[config.mk]
export PLATFORM = sky130hd
export DESIGN_NAME = fm_reg_top
export DESIGN_NICKNAME = d
export VERILOG_FILES = /design/src/fm_reg_pkg.sv /design/src/fm_voice_pkg.sv /design/src/fm_slot_counter.sv /design/src/fm_write_ctrl.sv /design/src/fm_op_regs.sv /design/src/fm_ch_regs.sv /design/src/fm_slot_out.sv /design/src/fm_reg_top.sv
export SDC_FILE = /design/constraint.sdc
export NUM_CORES = 2
export LEC_CHECK = 0
export ABC_AREA = 1
export BUFFER_PORTS_ARGS = -buffer_cell sky130_fd_sc_hd__buf_4
export CORE_ASPECT_RATIO = 1.25
export CORE_MARGIN = 3
export CORE_UTILIZATION = 45
export CTS_CLUSTER_DIAMETER = 80
export DETAILED_ROUTE_END_ITERATION = 10
export HOLD_SLACK_MARGIN = 0.08
export MAX_ROUTING_LAYER = met4
export PLACE_DENSITY = 0.72
export SLEW_MARGIN = 20
export SYNTH_ARGS = -nofsm -noshare
export SYNTH_HDL_FRONTEND = slang
export SYNTH_HIERARCHICAL = 1
export SYNTH_SLANG_ARGS = --single-unit
[constraint.sdc]
create_clock -name clk -period 5.9 [get_ports clk]
set_input_delay 0.59 -clock clk [delete_from_list [all_inputs] [get_ports clk]]
set_output_delay 0.59 -clock clk [all_outputs]
set_load 0.01 [all_outputs]
[src/fm_reg_pkg.sv]
package fm_reg_pkg;

	localparam int num_ch = 6;
	localparam int num_op = 4;
	localparam int num_slot = 24;

	// register group decoded from a host address
	typedef enum logic [3:0] {
		reg_keyon,
		reg_mode,
		reg_dt_mul,
		reg_tl,
		reg_ks_ar,
		reg_am_d1r,
		reg_d2r,
		reg_d1l_rr,
		reg_ssg,
		reg_fnum_lo,
		reg_fnum_hi,
		reg_ch3_lo,
		reg_ch3_hi,
		reg_fb_alg,
		reg_lr_pms,
		reg_none
	} reg_op_e;

	// operator field of a slot is the operator number minus one.
	// entry n is the operator visited at sequence position n, which is also
	// what address bits 3:2 select (offsets +0, +4, +8, +C)
	localparam logic [1:0] slot_order [num_op] = '{2'd0, 2'd2, 2'd1, 2'd3};

endpackage

[src/fm_voice_pkg.sv]
package fm_voice_pkg;

	typedef struct packed {
		logic       part;
		logic [7:0] addr;
		logic [7:0] data;
	} host_write_t;

	typedef struct packed {
		logic [2:0] ch;
		logic [1:0] op;
	} slot_t;

	typedef struct packed {
		logic [6:0] tl;
		logic [2:0] dt1;
		logic [3:0] mul;
		logic [1:0] ks;
		logic [4:0] ar;
		logic       amen;
		logic [4:0] d1r;
		logic [4:0] d2r;
		logic [3:0] d1l;
		logic [3:0] rr;
		logic       ssg_en;
		logic [2:0] ssg_eg;
		logic       keyon;
	} op_params_t;

	typedef struct packed {
		logic [10:0] fnum;
		logic [2:0]  block;
		logic [2:0]  fb;
		logic [2:0]  alg;
		logic [1:0]  rl;
		logic [1:0]  ams;
		logic [2:0]  pms;
		// high byte waits here for the low byte
		logic [2:0]  latch_hi;
		logic [2:0]  latch_block;
	} ch_params_t;

	typedef struct packed {
		logic [2:0]  ch;
		logic [1:0]  op;
		op_params_t  op_par;
		logic [10:0] fnum;
		logic [2:0]  block;
		logic [2:0]  fb;
		logic [2:0]  alg;
		logic [1:0]  rl;
		logic [1:0]  ams;
		logic [2:0]  pms;
		logic        use_prev1;
		logic        use_prev2;
		logic        use_prevprev1;
		logic        use_internal_x;
		logic        use_internal_y;
	} slot_params_t;

	// update strobe, idle when grp is reg_none
	typedef struct packed {
		fm_reg_pkg::reg_op_e grp;
		logic [1:0]          sel;
		logic [7:0]          data;
	} reg_upd_t;

	localparam op_params_t op_params_rst = '{tl: 7'd127, default: '0};
	localparam ch_params_t ch_params_rst = '{rl: 2'd3, default: '0};

endpackage

[src/fm_slot_counter.sv]
`timescale 1ns/1ps

module fm_slot_counter (
	input  logic                clk,
	input  logic                rst_n,
	output fm_voice_pkg::slot_t cur,
	output logic                frame_start
);

	// position in the operator visiting order
	logic [1:0] pos;
	logic [2:0] ch;

	always_ff @(posedge clk) begin
		if (!rst_n) begin
			pos <= 2'd0;
			ch  <= 3'd0;
		end else if (ch == 3'(fm_reg_pkg::num_ch - 1)) begin
			ch  <= 3'd0;
			pos <= (pos == 2'(fm_reg_pkg::num_op - 1)) ? 2'd0 : pos + 2'd1;
		end else begin
			ch <= ch + 3'd1;
		end
	end

	assign cur.ch = ch;
	assign cur.op = fm_reg_pkg::slot_order[pos];
	assign frame_start = (ch == 3'd0) && (pos == 2'd0);

endmodule

[src/fm_write_ctrl.sv]
`timescale 1ns/1ps

module fm_write_ctrl (
	input  logic                     clk,
	input  logic                     rst_n,
	input  fm_voice_pkg::host_write_t wr,
	input  logic                     wr_valid,
	output logic                     wr_ready,
	input  fm_voice_pkg::slot_t      cur,
	output fm_voice_pkg::reg_upd_t   op_upd,
	output fm_voice_pkg::reg_upd_t   ch_upd,
	output logic                     ch3_special
);

	fm_reg_pkg::reg_op_e dec_grp, pend_grp;
	logic [2:0] dec_ch, tgt_ch;
	logic [1:0] tgt_op, pend_sel, kon_cnt;
	logic [7:0] pend_data;
	logic busy, accept, ch_hit, slot_hit, is_op_grp, is_ch_grp, is_kon, done;

	// address decode, part 1 only carries 0x30 and up
	always_comb begin
		dec_grp = fm_reg_pkg::reg_none;
		dec_ch  = wr.part ? 3'd3 + {1'b0, wr.addr[1:0]} : {1'b0, wr.addr[1:0]};
		case (wr.addr[7:4])
			4'h2: begin
				if (!wr.part && wr.addr[3:0] == 4'h7) dec_grp = fm_reg_pkg::reg_mode;
				if (!wr.part && wr.addr[3:0] == 4'h8 && wr.data[1:0] != 2'd3)
					dec_grp = fm_reg_pkg::reg_keyon;
				// key-on names its channel in the data byte
				dec_ch = wr.data[2] ? 3'd3 + {1'b0, wr.data[1:0]} : {1'b0, wr.data[1:0]};
			end
			4'h3: dec_grp = fm_reg_pkg::reg_dt_mul;
			4'h4: dec_grp = fm_reg_pkg::reg_tl;
			4'h5: dec_grp = fm_reg_pkg::reg_ks_ar;
			4'h6: dec_grp = fm_reg_pkg::reg_am_d1r;
			4'h7: dec_grp = fm_reg_pkg::reg_d2r;
			4'h8: dec_grp = fm_reg_pkg::reg_d1l_rr;
			4'h9: dec_grp = fm_reg_pkg::reg_ssg;
			4'ha: begin
				case (wr.addr[3:2])
					2'd0: dec_grp = fm_reg_pkg::reg_fnum_lo;
					2'd1: dec_grp = fm_reg_pkg::reg_fnum_hi;
					2'd2: dec_grp = wr.part ? fm_reg_pkg::reg_none : fm_reg_pkg::reg_ch3_lo;
					default: dec_grp = wr.part ? fm_reg_pkg::reg_none : fm_reg_pkg::reg_ch3_hi;
				endcase
				// special frequency registers all belong to channel index 2
				if (wr.addr[3]) dec_ch = 3'd2;
			end
			4'hb: begin
				if (wr.addr[3:2] == 2'd0) dec_grp = fm_reg_pkg::reg_fb_alg;
				if (wr.addr[3:2] == 2'd1) dec_grp = fm_reg_pkg::reg_lr_pms;
			end
			default: dec_grp = fm_reg_pkg::reg_none;
		endcase
		if (wr.addr[7:4] > 4'h2 && wr.addr[1:0] == 2'd3) dec_grp = fm_reg_pkg::reg_none;
	end

	assign accept = wr_valid && wr_ready;
	assign wr_ready = !busy;

	assign is_op_grp = pend_grp inside {fm_reg_pkg::reg_dt_mul, fm_reg_pkg::reg_tl,
		fm_reg_pkg::reg_ks_ar, fm_reg_pkg::reg_am_d1r, fm_reg_pkg::reg_d2r,
		fm_reg_pkg::reg_d1l_rr, fm_reg_pkg::reg_ssg};
	assign is_ch_grp = pend_grp inside {fm_reg_pkg::reg_fnum_lo, fm_reg_pkg::reg_fnum_hi,
		fm_reg_pkg::reg_ch3_lo, fm_reg_pkg::reg_ch3_hi, fm_reg_pkg::reg_fb_alg,
		fm_reg_pkg::reg_lr_pms};
	assign is_kon = pend_grp == fm_reg_pkg::reg_keyon;

	assign ch_hit = busy && cur.ch == tgt_ch;
	assign slot_hit = ch_hit && cur.op == tgt_op;

	// key-on finishes once all four operators of the channel have been seen
	assign done = busy && (!(is_op_grp || is_ch_grp || is_kon) ||
		(is_op_grp && slot_hit) || (is_ch_grp && ch_hit) ||
		(is_kon && ch_hit && kon_cnt == 2'd3));

	assign op_upd.grp = ((is_op_grp && slot_hit) || (is_kon && ch_hit)) ?
		pend_grp : fm_reg_pkg::reg_none;
	assign op_upd.sel = pend_sel;
	assign op_upd.data = pend_data;
	assign ch_upd.grp = (is_ch_grp && ch_hit) ? pend_grp : fm_reg_pkg::reg_none;
	assign ch_upd.sel = pend_sel;
	assign ch_upd.data = pend_data;

	always_ff @(posedge clk) begin
		if (!rst_n) begin
			busy        <= 1'b0;
			pend_grp    <= fm_reg_pkg::reg_none;
			kon_cnt     <= 2'd0;
			ch3_special <= 1'b0;
		end else begin
			if (accept) begin
				busy     <= 1'b1;
				pend_grp <= dec_grp;
				kon_cnt  <= 2'd0;
			end else if (done) begin
				busy <= 1'b0;
			end
			if (is_kon && ch_hit) kon_cnt <= kon_cnt + 2'd1;
			if (busy && pend_grp == fm_reg_pkg::reg_mode) ch3_special <= pend_data[6];
		end
	end

	always_ff @(posedge clk) begin
		if (accept) begin
			pend_data <= wr.data;
			pend_sel  <= wr.addr[1:0];
			tgt_ch    <= dec_ch;
			tgt_op    <= fm_reg_pkg::slot_order[wr.addr[3:2]];
		end
	end

endmodule

[src/fm_op_regs.sv]
`timescale 1ns/1ps

module fm_op_regs (
	input  logic                     clk,
	input  logic                     rst_n,
	input  fm_voice_pkg::slot_t      cur,
	input  fm_voice_pkg::reg_upd_t   op_upd,
	output fm_voice_pkg::op_params_t op_rd
);

	fm_voice_pkg::op_params_t mem [fm_reg_pkg::num_slot];
	fm_voice_pkg::op_params_t rd_val;
	fm_voice_pkg::op_params_t wr_val;
	logic [4:0] idx;
	logic [7:0] d;

	// entries laid out operator-major, six channels each
	assign idx = 5'(cur.op) * 5'(fm_reg_pkg::num_ch) + 5'(cur.ch);
	assign rd_val = mem[idx];
	assign d = op_upd.data;

	// replace the fields of the addressed group
	always_comb begin
		wr_val = rd_val;
		case (op_upd.grp)
			fm_reg_pkg::reg_dt_mul: begin
				wr_val.dt1 = d[6:4];
				wr_val.mul = d[3:0];
			end
			fm_reg_pkg::reg_tl: wr_val.tl = d[6:0];
			fm_reg_pkg::reg_ks_ar: begin
				wr_val.ks = d[7:6];
				wr_val.ar = d[4:0];
			end
			fm_reg_pkg::reg_am_d1r: begin
				wr_val.amen = d[7];
				wr_val.d1r  = d[4:0];
			end
			fm_reg_pkg::reg_d2r: wr_val.d2r = d[4:0];
			fm_reg_pkg::reg_d1l_rr: begin
				wr_val.d1l = d[7:4];
				wr_val.rr  = d[3:0];
			end
			fm_reg_pkg::reg_ssg: begin
				wr_val.ssg_en = d[3];
				wr_val.ssg_eg = d[2:0];
			end
			// bits 7:4 hold one key bit per operator
			fm_reg_pkg::reg_keyon: wr_val.keyon = d[3'd4 + 3'(cur.op)];
			default: wr_val = rd_val;
		endcase
	end

	always_ff @(posedge clk) begin
		if (!rst_n) begin
			for (int i = 0; i < fm_reg_pkg::num_slot; i++) begin
				mem[i] <= fm_voice_pkg::op_params_rst;
			end
		end else begin
			mem[idx] <= wr_val;
		end
	end

	always_ff @(posedge clk) begin
		op_rd <= wr_val;
	end

endmodule

[src/fm_ch_regs.sv]
`timescale 1ns/1ps

module fm_ch_regs (
	input  logic                     clk,
	input  logic                     rst_n,
	input  fm_voice_pkg::slot_t      cur,
	input  fm_voice_pkg::reg_upd_t   ch_upd,
	output fm_voice_pkg::ch_params_t ch_rd,
	output logic [2:0][13:0]         ch3_fnum
);

	fm_voice_pkg::ch_params_t mem [fm_reg_pkg::num_ch];
	fm_voice_pkg::ch_params_t rd_val;
	fm_voice_pkg::ch_params_t wr_val;
	logic [2:0] c3_latch_hi;
	logic [2:0] c3_latch_block;
	logic [7:0] d;

	assign rd_val = mem[cur.ch];
	assign d = ch_upd.data;

	always_comb begin
		wr_val = rd_val;
		case (ch_upd.grp)
			fm_reg_pkg::reg_fnum_hi: begin
				wr_val.latch_block = d[5:3];
				wr_val.latch_hi    = d[2:0];
			end
			// low byte commits the latched high byte
			fm_reg_pkg::reg_fnum_lo: begin
				wr_val.block = rd_val.latch_block;
				wr_val.fnum  = {rd_val.latch_hi, d};
			end
			fm_reg_pkg::reg_fb_alg: begin
				wr_val.fb  = d[5:3];
				wr_val.alg = d[2:0];
			end
			fm_reg_pkg::reg_lr_pms: begin
				wr_val.rl  = d[7:6];
				wr_val.ams = d[5:4];
				wr_val.pms = d[2:0];
			end
			default: wr_val = rd_val;
		endcase
	end

	always_ff @(posedge clk) begin
		if (!rst_n) begin
			for (int i = 0; i < fm_reg_pkg::num_ch; i++) begin
				mem[i] <= fm_voice_pkg::ch_params_rst;
			end
			c3_latch_hi    <= 3'd0;
			c3_latch_block <= 3'd0;
			ch3_fnum       <= '0;
		end else begin
			mem[cur.ch] <= wr_val;
			if (ch_upd.grp == fm_reg_pkg::reg_ch3_hi) begin
				c3_latch_block <= d[5:3];
				c3_latch_hi    <= d[2:0];
			end
			// sel 0..2 is operator 1..3
			if (ch_upd.grp == fm_reg_pkg::reg_ch3_lo && ch_upd.sel != 2'd3) begin
				ch3_fnum[ch_upd.sel] <= {c3_latch_block, c3_latch_hi, d};
			end
		end
	end

	always_ff @(posedge clk) begin
		ch_rd <= wr_val;
	end

endmodule

[src/fm_slot_out.sv]
`timescale 1ns/1ps

module fm_slot_out (
	input  logic                       clk,
	input  logic                       rst_n,
	input  fm_voice_pkg::slot_t        cur,
	input  fm_voice_pkg::op_params_t   op_rd,
	input  fm_voice_pkg::ch_params_t   ch_rd,
	input  logic [2:0][13:0]           ch3_fnum,
	input  logic                       ch3_special,
	output fm_voice_pkg::slot_params_t slot_out,
	output logic                       slot_out_valid
);

	// slot that op_rd and ch_rd belong to
	fm_voice_pkg::slot_t cur_d;
	fm_voice_pkg::slot_params_t nxt;
	logic [7:0] alg_hot;
	logic s1, s2, s3, s4, spec, rd_valid;

	assign s1 = cur_d.op == 2'd0;
	assign s2 = cur_d.op == 2'd1;
	assign s3 = cur_d.op == 2'd2;
	assign s4 = cur_d.op == 2'd3;
	assign alg_hot = 8'd1 << ch_rd.alg;
	assign spec = ch3_special && cur_d.ch == 3'd2 && !s4;

	always_comb begin
		nxt.ch = cur_d.ch;
		nxt.op = cur_d.op;
		nxt.op_par = op_rd;
		{nxt.block, nxt.fnum} = spec ? ch3_fnum[cur_d.op] : {ch_rd.block, ch_rd.fnum};
		nxt.fb = ch_rd.fb;
		nxt.alg = ch_rd.alg;
		nxt.rl = ch_rd.rl;
		nxt.ams = ch_rd.ams;
		nxt.pms = ch_rd.pms;
		// modulator sources per algorithm and operator
		nxt.use_prevprev1 = s1 | (s3 & alg_hot[5]);
		nxt.use_prev2 = (s3 & (|alg_hot[2:0])) | (s4 & alg_hot[3]);
		nxt.use_internal_x = s4 & alg_hot[2];
		nxt.use_internal_y = s4 & (|{alg_hot[4:3], alg_hot[1:0]});
		nxt.use_prev1 = s1 | (s3 & alg_hot[1]) | (s2 & (|{alg_hot[6:3], alg_hot[0]})) |
			(s4 & (|{alg_hot[5], alg_hot[2]}));
	end

	always_ff @(posedge clk) begin
		cur_d    <= cur;
		slot_out <= nxt;
	end

	always_ff @(posedge clk) begin
		if (!rst_n) begin
			rd_valid       <= 1'b0;
			slot_out_valid <= 1'b0;
		end else begin
			rd_valid       <= 1'b1;
			slot_out_valid <= rd_valid;
		end
	end

endmodule

[src/fm_reg_top.sv]
`timescale 1ns/1ps

module fm_reg_top (
	input  logic                       clk,
	input  logic                       rst_n,
	input  fm_voice_pkg::host_write_t  wr,
	input  logic                       wr_valid,
	output logic                       wr_ready,
	output fm_voice_pkg::slot_params_t slot_out,
	output logic                       slot_out_valid
);

	fm_voice_pkg::slot_t cur;
	logic frame_start;
	fm_voice_pkg::reg_upd_t op_upd;
	fm_voice_pkg::reg_upd_t ch_upd;
	logic ch3_special;
	fm_voice_pkg::op_params_t op_rd;
	fm_voice_pkg::ch_params_t ch_rd;
	logic [2:0][13:0] ch3_fnum;

	fm_slot_counter u_cnt (
		.clk         (clk),
		.rst_n       (rst_n),
		.cur         (cur),
		.frame_start (frame_start)
	);

	fm_write_ctrl u_wr (
		.clk         (clk),
		.rst_n       (rst_n),
		.wr          (wr),
		.wr_valid    (wr_valid),
		.wr_ready    (wr_ready),
		.cur         (cur),
		.op_upd      (op_upd),
		.ch_upd      (ch_upd),
		.ch3_special (ch3_special)
	);

	fm_op_regs u_op (
		.clk    (clk),
		.rst_n  (rst_n),
		.cur    (cur),
		.op_upd (op_upd),
		.op_rd  (op_rd)
	);

	fm_ch_regs u_ch (
		.clk      (clk),
		.rst_n    (rst_n),
		.cur      (cur),
		.ch_upd   (ch_upd),
		.ch_rd    (ch_rd),
		.ch3_fnum (ch3_fnum)
	);

	fm_slot_out u_out (
		.clk            (clk),
		.rst_n          (rst_n),
		.cur            (cur),
		.op_rd          (op_rd),
		.ch_rd          (ch_rd),
		.ch3_fnum       (ch3_fnum),
		.ch3_special    (ch3_special),
		.slot_out       (slot_out),
		.slot_out_valid (slot_out_valid)
	);

endmodule

==> Yosys cells after proc, flatten, opt, wreduce, memory -nomap -nowiden <==
Memories as Yosys holds them, arrays and structs flattened. A register that Yosys moved wholly into a read port is not among the register bits.
Index checks and enable logic that the tools add are counted.
{ "word_totals": {"n_memories": 2, "output_inout_bits": 84, "in_bits": 20, "latch_bits": 0, "register_bits": 237, "mem_bits_ro": 0, "ramBits": 1278, "word_cells": 250} }
{ "memory_table": {"columns": ["memory", "words", "word_bits", "read_ports", "rd_ports_with_merged_regs", "wr", "line_no", "source"], "rows": [
  ["u_op.mem", 24, 45, 1, 0, 24, "fm_op_regs.sv:11", "fm_voice_pkg::op_params_t mem [fm_reg_pkg::num_slot];"],
  ["u_ch.mem", 6, 33, 1, 1, 6, "fm_ch_regs.sv:12", "fm_voice_pkg::ch_params_t mem [fm_reg_pkg::num_ch];"]
]} }
{ "classes": {"order_cmp": 7, "n_mul": 1, "shift": 1, "div_mod_pow": 0, "bitwise": 16, "n_reduce_logical": 42, "eq_ne": 53, "addsub": 7, "mux": 55} }
{ "ops": {"columns": ["cell", "count"], "rows": [
  ["$eq A4 B4 Y1 const B", 19],
  ["$mux W14", 4],
  ["$eq A4 B3 Y1 const B", 13],
  ["$mux W45", 1],
  ["$reduce_or A45 Y1", 1],
  ["$bwmux W42", 1],
  ["$pmux W4 S10", 1],
  ["$mux W33", 1],
  ["$reduce_or A33 Y1", 1],
  ["$bmux W14 S2", 1],
  ["$demux W14 S2", 1],
  ["$mux W7", 4],
  ["$eq A4 B2 Y1 const B", 6],
  ["$mux W4", 6],
  ["$mux W2", 10],
  ["$mux W3", 6],
  ["$mux W6", 3],
  ["$logic_and A1 B1 Y1", 17],
  ["$eq A2 B2 Y1 const B", 6],
  ["$pmux W4 S3", 1],
  ["$mux W5", 2],
  ["$and A1 B1 Y1", 8],
  ["$bmux W2 S2", 2],
  ["$logic_not A4 Y1", 2],
  ["36 further kinds", 65]
]} }

==> Logic depth before layout (Yosys ltp) <==
{ "depth": {"word_depth": 13, "ltp_mapped": 18} }

==> Modules after synthesis <==
The synthesis kept the hierarchy.
{ "by_module_without_submodules": {"columns": ["mod", "n_inst", "cells_per_inst", "area_each_um2"], "rows": [
  ["fm_op_regs", 1, 6330, 65625.4],
  ["fm_ch_regs", 1, 1643, 15036.9],
  ["fm_slot_out", 1, 236, 2502.4],
  ["fm_write_ctrl", 1, 207, 1590.3],
  ["fm_slot_counter", 1, 35, 260.2]
]} }

==> Worst setup path after synthesis <==
No wires, ideal clock.
{ "synth_path": {"path_type": "reg2reg", "start": "reg u_cnt.pos[1]", "end": "mem u_op/mem[10][0] in the netlist's numbering, enable pin", "slack_ns": 0.129, "n_path_buf": 0, "stages_incl_launch_ff": 9, "arrival_time_ns": 5.261, "required_ns": 5.390, "cell_sequence": "dfxtp_1 inv_1 ha_1 fa_1 xnor2_4 nand2_1 nor2_1 inv_2 o21ai_0"} }
{ "synth_rtl": {"columns": ["item", "line_no", "source"], "rows": [
  ["from (decl)", "fm_slot_counter.sv:11", "logic [1:0] pos;"],
  ["from (signal assigned)", "fm_slot_counter.sv:20", "pos <= (pos == 2'(fm_reg_pkg::num_op - 1)) ? 2'd0 : pos + 2'd1;"],
  ["to (decl)", "fm_op_regs.sv:11", null]
]} }

==> reports/metrics.cfg <==
[status]
status=finished clean

[worst_setup_path]
rr_worst_depth=12
crit_fanout=25
setup.worst_path.end=u_op/mem[29][22]
cp-end-kind=flop
timing.rr.start=u_cnt/pos[1]
r2r-end=u_op/mem[29][22]
r2r_slack_ns=1.08
crit_start=u_cnt/pos[1]
critPathKind=flop to flop
cp.arrival_ns=5.31
required_ns=6.38
critPathLaunchType=flop

[pwr]
peakVddDrop_v=0.000321
seqPwrFrac_pct=48.2
power.total_uw=33600
clock_power_share_pct=37.2
switching_share_pct=27.9
power_frac_comb_pct=14.6
power_density_mw_per_mm2=354
internal-power_uw=24200
power.switching_uw=9380
leakagePower_uw=0.0360

[cells_and_area]
ff_latch_area_mm2=0.0561
layout_common_cells=2,794 x nand2_1, 1,719 x edfxtp_1, 828 x nor2_1
multiInputGateArea_mm2=0.0244
area_growth_pct=11.8
nNetsFinal=8389
finalNonFillerCells=11000
drive_gt1_share_pct=10.5
fillers=15800
fin_util_pct=50.8
mostFrequentLayoutCell=nand2_1

[grt]
grt_pass1_vias=62600
grt_remaining_overflow=0
antenna_found_initial=6
grt_start_max_net_pins=155
grt_usage_pct=27.9
grt_pass1_wl_mm=395

[sta]
rsz0062_at_grt=no
slew_violations=0
hold_ws_ns=0.265
fin_setup_tns_ns=0
hold_violations=0
setup_viol=0
slew_headroom_pct=14.2
fin_skew_ns=0.0849
period_share_pct=81.8
timing.fmax_mhz=207
fin_crit_ns=4.82
tightest_slew_ns=1.29

[drt]
first_pass_iters=8
antenna_left=0
drc=0
vias=64800
drt_iter0_drc=8824
finalWirelength_mm=271
detail_route.wl_per_cell_um=24.6
vias_per_cell=5.88

[clock_tree]
cts_root_buf=clkbuf_16
cts.sinks=1941
htreeDepth=4
clockBufferDepth=3
cts_tree=built
clk_pin_slew_ns=0.06
clkLatencyLatePin_ns=0.86
cts_made_buffers=187

[logic_synthesis]
syn_area_mm2=0.0849
ys_warn_count=6
syn_nets=8481
synthCells=8441
synth_area_per_cell_um2=10.1

[floorplanning]
die-area_mm2=0.194
die_h_um=492
fp-row-count=177
initial_core_util_pct=45.5
fp.coreArea_mm2=0.187
die_w_um=394
pin_count=104

[place]
routabilityCongestion=0.916
place_hpwl_mm=151
dpl.cell_count=10700
portBuffers=103

[min_path]
hold_path_depth=6
hp-start=wr[13]
min-delay-path-class=primary input to flop

[flow_run]
cap_violations=0

## worst min path at each step
| stage | endpoint |
|---|---|
| floorplan | u_out/slot_out[10] |
| global placement | u_out/slot_out[63] |
| detailed placement | u_out/slot_out[15] |
| CTS | u_wr/pend_grp[2] |
| global route | u_wr/tgt_ch[0] |
| finish | u_wr/pend_grp[2] |
## flip-flops by register name, summed over array words and instances (netlist names), 4 cells and up
| register | flops |
|---|---|
| u_ch/mem | 264 |
| u_wr/pend_data | 8 |
| u_out/cur_d | 5 |
| u_op/mem | 1440 |
| u_wr/pend_grp | 4 |
| u_ch/ch3_fnum | 42 |
| u_ch/ch_rd | 27 |
| u_op/op_rd | 45 |
| u_out/slot_out | 82 |
## final cells by class
cell class / instances / share of cell area [%]
diodes: 7 / 0.0185
clock buffers: 252 / 5.49
clock inverters: 95 / 1.32
inverters: 473 / 1.91
multi-input cells: 5420 / 25.7
flip-flops and latches: 1941 / 59.1
well taps: 2506 / 3.30
repair buffers: 326 / 3.17
## through the flow
stage | worst slack, ns | cell area (µm²)
floorplan | 0.129 | 84900
global placement | 1.28 | 88300
detailed placement | 1.21 | 88300
CTS | 1.19 | 94800
global route | 1.03 | 94900
finish | 1.08 | 94900
## worst max-delay path: stages, from the launching register on
cell     delay (ns)
dfxtp_1        0.56
inv_1          0.12
ha_1           0.34
fa_4           0.48
xnor2_4        0.20
buf_4          0.42
nand2_2        0.33
buf_4          0.31
a21oi_1        0.54
nor2_1         0.27
nand2_2        0.11
buf_4          0.32
nand2_1        0.38
## power groups by stage
stage,clock [µW],combinational [µW],sequential (µW)
detailed placement,0,4710,16500
global placement,0,4630,16500
floorplan,0,2770,16500
CTS,12600,4740,16200
finish,12500,4890,16200
global route,13100,5140,16300
## layer usage
| metal | share of wire (%) | vias up | track usage (%) |
|---|---|---|---|
| met1 | 34 | 30800 | 33.2 |
| met2 | 45 | 4872 | 42.7 |
| li1 | - | 28100 | - |
| met3 | 14 | 1086 | 7.06 |
| met5 | 0 | - | - |
| met4 | 7.3 | 0 | 17.3 |
## what timing repair did
| action | in CTS | in global routing |
|---|---|---|
| hold buffers | 12 | 0 |
| setup buffers | 0 | 0 |
| resized for setup | 0 | 0 |
| endpoints found under the hold margin | 12 | 0 |
No activity file was read; power rests on OpenSTA's default activity.
